===== config.mk =====
export PLATFORM = sky130hd
export DESIGN_NAME = dual_core_bus_top
export DESIGN_NICKNAME = d
export VERILOG_FILES = /design/src/bus_pkg.sv /design/src/core_bus_if.sv /design/src/mem_bus_if.sv /design/src/bus_arbiter_ser.sv /design/src/shared_mem.sv /design/src/dual_core_bus_top.sv
export SDC_FILE = /design/constraint.sdc
export NUM_CORES = 2
export LEC_CHECK = 0
export BUFFER_PORTS_ARGS = -buffer_cell sky130_fd_sc_hd__buf_2
export CAP_MARGIN = 20
export CORE_UTILIZATION = 45
export CTS_BUF_LIST = sky130_fd_sc_hd__clkbuf_16
export DETAILED_ROUTE_END_ITERATION = 12
export HOLD_SLACK_MARGIN = 0.08
export PLACE_DENSITY = 0.72
export SLEW_MARGIN = 30
export SYNTH_ARGS = -nofsm -noshare
export SYNTH_HDL_FRONTEND = slang
export SYNTH_SLANG_ARGS = --single-unit
export TNS_END_PERCENT = 50

===== constraint.sdc =====
create_clock -name CLK -period 10.5 [get_ports CLK]
set_clock_uncertainty 0.2 [all_clocks]
set_input_delay 2.1 -clock CLK [delete_from_list [all_inputs] [get_ports CLK]]
set_output_delay 2.1 -clock CLK [all_outputs]
set_load 0.03 [all_outputs]

===== src/bus_pkg.sv =====
/* Shared widths and encodings for the two-core bus. Addresses are word addresses
   and the grant is one bit, so only two cores are supported */
package bus_pkg;

    localparam int ADDR_W    = 32;
    localparam int DATA_W    = 32;
    localparam int RUN_CNT_W = 8;
    localparam int LAT_CNT_W = 4;

    typedef logic [ADDR_W-1:0]    addr_t;
    typedef logic [DATA_W-1:0]    data_t;
    typedef logic [RUN_CNT_W-1:0] run_cnt_t;
    typedef logic [LAT_CNT_W-1:0] lat_cnt_t;

    // Index of the core that owns the memory port
    typedef logic grant_t;

    // Pipeline state reported by a core. A switch is only safe at cs_id
    typedef enum logic [3:0] {
        cs_if  = 4'd0,
        cs_id  = 4'd1,
        cs_ex  = 4'd2,
        cs_mem = 4'd3,
        cs_wb  = 4'd4
    } cpustate_t;

    // Slice machine of the arbiter
    typedef enum logic [1:0] {
        arb_wait   = 2'd0,
        arb_switch = 2'd1,
        arb_settle = 2'd2,
        arb_run    = 2'd3
    } arb_state_t;

endpackage


===== src/core_bus_if.sv =====
/* Bus signals of one core. Strobes are single-cycle and may only be raised
   while busy is low */
interface core_bus_if;
    import bus_pkg::*;

    addr_t     paddr;
    logic      we;
    logic      le;
    data_t     wdata;
    cpustate_t cpustate;
    data_t     rdata;
    logic      busy;

    // Core side drives the request and its pipeline state
    modport core (
        output paddr,
        output we,
        output le,
        output wdata,
        output cpustate,
        input  rdata,
        input  busy
    );

    modport arb (
        input  paddr,
        input  we,
        input  le,
        input  wdata,
        input  cpustate,
        output rdata,
        output busy
    );

endinterface


===== src/mem_bus_if.sv =====
/* Arbiter to memory link with the plain strobe-and-busy convention,
   no handshake beyond the busy level */
interface mem_bus_if;
    import bus_pkg::*;

    addr_t addr;
    logic  we;
    logic  le;
    data_t wdata;
    data_t rdata;
    logic  busy;

    modport master (
        output addr,
        output we,
        output le,
        output wdata,
        input  rdata,
        input  busy
    );

    modport slave (
        input  addr,
        input  we,
        input  le,
        input  wdata,
        output rdata,
        output busy
    );

endinterface


===== src/bus_arbiter_ser.sv =====
/* Time-slice arbiter for exactly two cores. A switch needs the granted core at cs_id
   and the new owner keeps the bus for at least RUN_CYCLES plus one cycles */
module bus_arbiter_ser #(
    parameter int RUN_CYCLES = 2
) (
    input  logic            CLK,
    input  logic            RST_X,
    input  logic            init_done,
    core_bus_if.arb         core0,
    core_bus_if.arb         core1,
    mem_bus_if.master       mem,
    output bus_pkg::grant_t grant
);
    import bus_pkg::*;

    localparam run_cnt_t RUN_LAST = run_cnt_t'(RUN_CYCLES);

    arb_state_t state;
    run_cnt_t   cnt;
    grant_t     grant_q;
    cpustate_t  cur_cpustate;
    logic       no_req;
    logic       arb_busy;

    assign grant = grant_q;

    // Only the owner's pipeline state can end its slice
    assign cur_cpustate = (grant_q == 1'b0) ? core0.cpustate : core1.cpustate;
    assign no_req       = (cur_cpustate == cs_id);

    always_ff @(posedge CLK) begin
        if (!RST_X) begin
            state   <= arb_wait;
            grant_q <= 1'b0;
            cnt     <= '0;
        end else if (init_done) begin
            case (state)
                arb_wait: begin
                    if (no_req) begin
                        state <= arb_switch;
                    end
                end
                arb_switch: begin
                    // Old owner still sees busy on this edge
                    grant_q <= ~grant_q;
                    state   <= arb_settle;
                end
                arb_settle: begin
                    cnt   <= '0;
                    state <= arb_run;
                end
                arb_run: begin
                    if (cnt < RUN_LAST) begin
                        cnt <= cnt + run_cnt_t'(1);
                    end else begin
                        state <= arb_wait;
                    end
                end
                default: begin
                    state <= arb_wait;
                end
            endcase
        end
    end

    // Busy is held high around the grant change so no access straddles it
    always_comb begin
        case (state)
            arb_switch: arb_busy = 1'b1;
            arb_settle: arb_busy = 1'b1;
            default:    arb_busy = mem.busy;
        endcase
    end

    // The ungranted core sees a busy bus and no data
    always_comb begin
        if (grant_q == 1'b0) begin
            core0.rdata = mem.rdata;
            core0.busy  = arb_busy;
            core1.rdata = '0;
            core1.busy  = 1'b1;
        end else begin
            core1.rdata = mem.rdata;
            core1.busy  = arb_busy;
            core0.rdata = '0;
            core0.busy  = 1'b1;
        end
    end

    always_comb begin
        if (grant_q == 1'b0) begin
            mem.addr  = core0.paddr;
            mem.we    = core0.we;
            mem.le    = core0.le;
            mem.wdata = core0.wdata;
        end else begin
            mem.addr  = core1.paddr;
            mem.we    = core1.we;
            mem.le    = core1.le;
            mem.wdata = core1.wdata;
        end
    end

endmodule


===== src/shared_mem.sv =====
/* Word memory of 2**MEM_AW entries indexed by the low address bits. Strobes seen
   while busy is high are dropped, and load data is held until the next load ends */
module shared_mem #(
    parameter int MEM_LATENCY = 3,
    parameter int MEM_AW      = 6
) (
    input  logic      CLK,
    input  logic      RST_X,
    mem_bus_if.slave  bus
);
    import bus_pkg::*;

    localparam lat_cnt_t LAT = lat_cnt_t'(MEM_LATENCY);

    data_t             mem_q [2**MEM_AW];
    data_t             rdata_q;
    logic [MEM_AW-1:0] ld_addr;
    logic              ld_pend;
    lat_cnt_t          lat_cnt;
    logic              accept;

    assign bus.busy  = (lat_cnt != '0);
    assign bus.rdata = rdata_q;
    assign accept    = (bus.we || bus.le) && !bus.busy;

    // Busy counter and load bookkeeping
    always_ff @(posedge CLK) begin
        if (!RST_X) begin
            lat_cnt <= '0;
            ld_pend <= 1'b0;
        end else if (accept) begin
            lat_cnt <= LAT;
            ld_pend <= bus.le;
        end else if (lat_cnt != '0) begin
            lat_cnt <= lat_cnt - lat_cnt_t'(1);
            if (lat_cnt == lat_cnt_t'(1)) begin
                ld_pend <= 1'b0;
            end
        end
    end

    always_ff @(posedge CLK) begin
        if (accept && bus.we) begin
            // Writes land on the strobe edge
            mem_q[bus.addr[MEM_AW-1:0]] <= bus.wdata;
        end
        if (accept && bus.le) begin
            ld_addr <= bus.addr[MEM_AW-1:0];
        end
        // Read word appears on the same edge that busy falls
        if (ld_pend && lat_cnt == lat_cnt_t'(1)) begin
            rdata_q <= mem_q[ld_addr];
        end
    end

endmodule


===== src/dual_core_bus_top.sv =====
/* Two cores sharing one memory port through the time-slice arbiter.
   Core 1 reads busy high out of reset since core 0 owns the bus first */
module dual_core_bus_top #(
    parameter int RUN_CYCLES  = 2,
    parameter int MEM_LATENCY = 3,
    parameter int MEM_AW      = 6
) (
    input  logic               CLK,
    input  logic               RST_X,
    input  logic               init_done,
    input  bus_pkg::addr_t     c0_paddr,
    input  logic               c0_we,
    input  logic               c0_le,
    input  bus_pkg::data_t     c0_wdata,
    input  bus_pkg::cpustate_t c0_cpustate,
    output bus_pkg::data_t     c0_rdata,
    output logic               c0_busy,
    input  bus_pkg::addr_t     c1_paddr,
    input  logic               c1_we,
    input  logic               c1_le,
    input  bus_pkg::data_t     c1_wdata,
    input  bus_pkg::cpustate_t c1_cpustate,
    output bus_pkg::data_t     c1_rdata,
    output logic               c1_busy,
    output bus_pkg::grant_t    grant
);

    core_bus_if core0_bus ();
    core_bus_if core1_bus ();
    mem_bus_if  mem_bus ();

    assign core0_bus.paddr    = c0_paddr;
    assign core0_bus.we       = c0_we;
    assign core0_bus.le       = c0_le;
    assign core0_bus.wdata    = c0_wdata;
    assign core0_bus.cpustate = c0_cpustate;
    assign c0_rdata           = core0_bus.rdata;
    assign c0_busy            = core0_bus.busy;

    assign core1_bus.paddr    = c1_paddr;
    assign core1_bus.we       = c1_we;
    assign core1_bus.le       = c1_le;
    assign core1_bus.wdata    = c1_wdata;
    assign core1_bus.cpustate = c1_cpustate;
    assign c1_rdata           = core1_bus.rdata;
    assign c1_busy            = core1_bus.busy;

    bus_arbiter_ser #(
        .RUN_CYCLES (RUN_CYCLES)
    ) u_bus_arbiter_ser (
        .CLK       (CLK),
        .RST_X     (RST_X),
        .init_done (init_done),
        .core0     (core0_bus.arb),
        .core1     (core1_bus.arb),
        .mem       (mem_bus.master),
        .grant     (grant)
    );

    shared_mem #(
        .MEM_LATENCY (MEM_LATENCY),
        .MEM_AW      (MEM_AW)
    ) u_shared_mem (
        .CLK   (CLK),
        .RST_X (RST_X),
        .bus   (mem_bus.slave)
    );

endmodule


### Word level (Yosys, flattened, before mapping)

Memory sizes are Yosys's and may differ from the RTL's. A register that Yosys moved wholly into a read port is not among the register bits.
Index checks and enable logic that the tools add are counted.

* memories: 1
* input port bits: 143
* output and inout port bits: 67
* memory bits (read-only): 0
* bits in writable memories: 2048
* flip-flop bits (word level): 22
* bits in latches: 0

* muxes and demuxes: 22
* bitwise logic cells: 2
* magnitude comparators: 1
* shift operators: 0
* div/mod/pow operators: 0
* add/sub/neg operators: 2
* $mul: 0
* equality and inequality tests: 8
* reduce and logical (&&, ||, !) cells: 17

Memories
* u_shared_mem.mem_q: depth 64, bits a word 32, read ports 1, clocked after Yosys merged registers in 1, write ports 1, line shared_mem.sv:15 `data_t mem_q [2**MEM_AW];`

Operators with widths (count)
* 32-bit 2-to-1 mux: 3
* 8-bit case mux with 2 select lines: 1
* 1-bit 2-to-1 mux: 10
* 8-bit by 1-bit adder with 8-bit output (second input constant): 1
* 4-bit by 1-bit equality test with 1-bit output (second input constant): 2
* 8-bit by 2-bit less-than comparator with 1-bit output (second input constant): 1
* 2-bit 2-to-1 mux: 4
* 8-bit 2-to-1 mux: 1
* 2-bit case mux with 4 select lines: 1
* 6-bit 2-to-1 mux: 1
* 3-bit AND reduction: 2
* 2-bit nonzero test: 3
* 2-bit equality test (second input constant): 2
* 1-bit logical AND: 4
* 4-bit 2-to-1 mux: 1
* 2-bit by 1-bit inequality test with 1-bit output (second input constant): 2
* 2-bit AND reduction: 2
* 4-bit nonzero test: 1
* 2-bit OR reduction: 2
* 4-bit by 1-bit subtractor with 4-bit output (second input constant): 1
* 2-bit by 1-bit equality test with 1-bit output (second input constant): 1
* 2-bit zero test: 1
* 2-bit inequality test (second input constant): 1
* 1-bit NOT: 2
* other kinds (2): 2

### Longest topological paths before layout

* depth after elaboration: 6
* depth in mapped cells: 9
* mapped depth without buffers: 6

### Hierarchy

Synthesis repeated with hierarchy kept, for this count alone.

* cells, all modules: 3554
* area total of the unflattened synthesis: 81424.3 µm²

Modules (own cells, without submodules)
* shared_mem: seq. area each 62740.2 µm², area each 79652.6 µm², cells an instance 3347, instances 1
* bus_arbiter_ser: seq. area each 220.2 µm², area each 1771.7 µm², cells an instance 207, instances 1

### Least setup slack after synthesis

OpenSTA, ideal clock, no wires.

* path kind: input to register
* from: input c1_paddr[0]
* to: memory u_shared_mem.mem_q[0][0] in the netlist's numbering (enable)
* data required time: 9879 ps
* data arrival time: 4137 ps
* setup slack: 5742 ps
* cell stages on the path: 4
* cell sequence: mux2_2 nor2_1 nand2_1 nor2_1

* longest elaborated chain between the ends: 1

RTL lines
* start: declaration: line dual_core_bus_top.sv:18 `input bus_pkg::addr_t c1_paddr,`
* 6-bit 2-to-1 mux: line bus_arbiter_ser.sv:91 `if (grant_q == 1'b0) begin`
* end: declaration: line shared_mem.sv:15

No other way between the ends.

### Final worst setup path

* from: register u_bus_arbiter_ser.grant_q (netlist: u_bus_arbiter_ser.grant)
* to: output c1_rdata[7]

* longest elaborated chain between the ends: 1

RTL lines
* start: declaration: line bus_arbiter_ser.sv:20 `grant_t grant_q;`
* start signal: assignment: line bus_arbiter_ser.sv:45 `grant_q <= ~grant_q;`
* 32-bit 2-to-1 mux: line bus_arbiter_ser.sv:77 `if (grant_q == 1'b0) begin`
* end: declaration: line dual_core_bus_top.sv:23 `output bus_pkg::data_t c1_rdata,`

No other way between the ends.

==> reports/results.tsv <==
metric	value	unit
drv_slew	0	
synth_nets	3815	
holdPathStages	1	
synth_common_cells	2,086 x edfxtp_1, 456 x mux4_2, 148 x mux2i_1	
fillers	13332	
path_max_fanout	89	
die_h	425.2	um
rsz0062_at_grt	false	
r2r_cells	7	
numPortBuffers	157	
path_clk_slew	0.06	ns
globalplace.congestion	0.8608	
final_hold_viol_count	0	
min_period	4.826	ns
cts_tree	built	
wl	194500	um
clock_latency	0.84	ns
coreArea	0.1771	mm2
layoutNonFillerInstCount	6446	
holdBufCountCts	0	
utilization	51.40	%
clockBufferDepth	3	
die_width	425.2	um
pwr-share-seq	49.9	%
syn_inst	3664	
syn_avg_cell_area	21.99	um2
grt_pass1_wl	276400	um
arrival	2.53	ns
seq_area	0.06296	mm2
grt_max_degree	155	
ioPinCount	210	
drt_pass1_iterations	5	
clock.fmax	207.2	MHz
post-route-period-util	45.96	%
area_growth	12.93	%
leakage	28.78	nW
place_hpwl	105000	um
outcome	complete, no violations	
synth_flop_cell	edfxtp_1	
cts_buffers	192	
vias	39366	
power_frac_comb	14.4	%
worst_slew_pin_slew	1.176	ns
r2r_start	u_bus_arbiter_ser.grant	
ys_seq_area_share	78.13	%
root_buffer	clkbuf_16	
p_int	14.14	mW
slew_headroom	21.57	%
fin_setup_tns	0	ns
cts.sinks	2102	
p_sw	4.723	mW
synth.distinct_cells	42	
dp_cells	6075	
vias_per_cell	6.107	
multi_input_area	0.01721	mm2
std_cell_rows	154	
netlist_area	0.08059	mm2
worstPathRequired	8.20	ns
reg2reg_slack	5.89	ns
hold_class	reg2reg	
layout-drive-gt1-share	26.79	%
crit_path_end_kind	output port	
critPathLaunchType	flip-flop	
layout.nets	4083	
p_clk_share	35.6	%
holdCritStartpoint	u_bus_arbiter_ser.cnt[3]	
grt_usage	21.38	%
grt_antenna_before_repair	9	
async_flop_share	0	%
cts_repair_resize_count	0	
yosysMostFrequentCell	edfxtp_1	
start_util	45.51	%
htree_levels	4	
synth_edf_count	2086	
r2r-end	u_shared_mem.mem_q[18][16]	
drv_cap	0	
grt_overflow	0	
critPathKind	reg2out	
p_per_area	207.3	mW/mm2
yosys-top-cells-area	edfxtp_1 78%, mux4_2 13%, mux2i_1 1.8%, a22oi_1 1.2%, o22ai_1 0.61%	
min_to	u_bus_arbiter_ser.cnt[3]	
dr.first_iter.drc_count	5077	
wl_per_cell	30.18	um
yosysWarnings	0	
ir_worst_vdd	182.8	uV
die_area	0.1808	mm2
cts_setup_buffers	0	
drc	0	
grt_pass1_vias	39064	
netlist.area_leader.share	77.73	%
synth_area_leader_cell	edfxtp_1	
finalSetupViolCount	0	
yosys_register_bits	2102	
ant_nets	0	
switching_share	25.04	%
-- sequential cells by signal, indices dropped and copies added, names as in the netlist --
signal,count
u_shared_mem.mem_q,2048
u_shared_mem.ld_addr,6
u_bus_arbiter_ser.state,2
u_shared_mem.bus.rdata,32
u_bus_arbiter_ser.grant,1
u_shared_mem.lat_cnt,4
u_shared_mem.ld_pend,1
u_bus_arbiter_ser.cnt,8
-- worst max-delay path: stages (launching register included) --
cell and delay [ns]:
dfxtp_4 0.56, buf_6 0.62, and2_1 0.23, buf_2 0.20
-- per-stage QoR --
| stage | setup slack [ns] | instance area, um2 | power [mW] | hold slack [ns] |
|---|---|---|---|---|
| after floorplan | 5.742 | 80590 | 11.36 | 0.2565 |
| after global placement | 5.231 | 84730 | 12.25 | 0.2778 |
| after detailed placement | 5.162 | 84860 | 12.30 | 0.2915 |
| after CTS | 5.314 | 90850 | 18.93 | 0.3160 |
| after global routing | 5.534 | 91000 | 19.36 | 0.3357 |
| final | 5.674 | 91010 | 18.86 | 0.3142 |
-- logic make-up (layout without fill, tap and decap cells) --
logic type / Yosys count / in the layout / share of synthesized area (%)
AO/OA/AOI/OAI: 325 / 325 / 3.018
XOR/XNOR: 4 / 4 / 0.04348
adder cells (fa/ha/maj): 8 / 8 / 0.1242
buffers and inverters: 211 / 627 / 1.293
flip-flops: 2102 / 2102 / 78.13
multiplexers: 638 / 638 / 15.06
other: 0 / 26 / 0
AND/OR/NAND/NOR: 376 / 376 / 2.335
-- routing by layer --
layer  vias up  GRT usage (%)  part of all wire (%)
met5         -              0                     0
met4         0          8.783                   4.2
met3       303          4.948                   9.2
met2      2089          34.57                    49
met1     20903          27.99                    38
li1      16071              -                     -
-- layout by cell type (no fill, tap or decap), types with 29 or more instances in the layout --
| cell type | Yosys | final |
|---|---|---|
| o221ai_1 | 50 | 50 |
| nor2_4 | 0 | 67 |
| nand3_1 | 29 | 29 |
| mux4_2 | 456 | 456 |
| clkinv_1 | 0 | 45 |
| o22ai_1 | 78 | 74 |
| buf_2 | 63 | 157 |
| clkbuf_16 | 0 | 196 |
| buf_4 | 9 | 106 |
| mux2i_1 | 148 | 148 |
| edfxtp_1 | 2086 | 2086 |
| nand2_1 | 91 | 91 |
| inv_1 | 10 | 64 |
| a22oi_1 | 131 | 131 |
| and2_1 | 35 | 34 |
| nor2b_1 | 68 | 63 |
-- worst max path at each step --
stage	start	end	slack (ns)
final	u_bus_arbiter_ser.grant	c1_rdata[7]	5.67
after global routing	u_bus_arbiter_ser.grant	c1_rdata[31]	5.53
after CTS	u_bus_arbiter_ser.grant	c1_rdata[29]	5.31
after detailed placement	c1_paddr[5]	u_shared_mem.mem_q[19][12]	5.16
after global placement	c1_paddr[2]	u_shared_mem.mem_q[19][28]	5.23
after floorplan	c1_paddr[0]	u_shared_mem.mem_q[0][0]	5.74
-- power groups by stage --
stage / logic, mW / clock network [mW] / registers, mW
6_report: 2.72 / 6.72 / 9.42
3_3_place_gp: 2.65 / 0 / 9.60
4_1_cts: 2.72 / 6.80 / 9.42
3_5_place_dp: 2.71 / 0 / 9.59
2_1_floorplan: 1.79 / 0 / 9.57
5_1_grt: 2.84 / 7.10 / 9.42
-- cell type report --
| cell class | count | share of cell area [%] |
|---|---|---|
| antenna | 26 | 0.07149 |
| inverter | 10 | 0.04124 |
| tap | 2340 | 3.217 |
| sequential | 2102 | 69.18 |
| multi-input combinational | 1351 | 18.91 |
| clock inverter | 146 | 1.196 |
| timing repair buffer | 275 | 1.988 |
| clock buffer | 196 | 5.389 |
(Power assumes the default switching activity.)
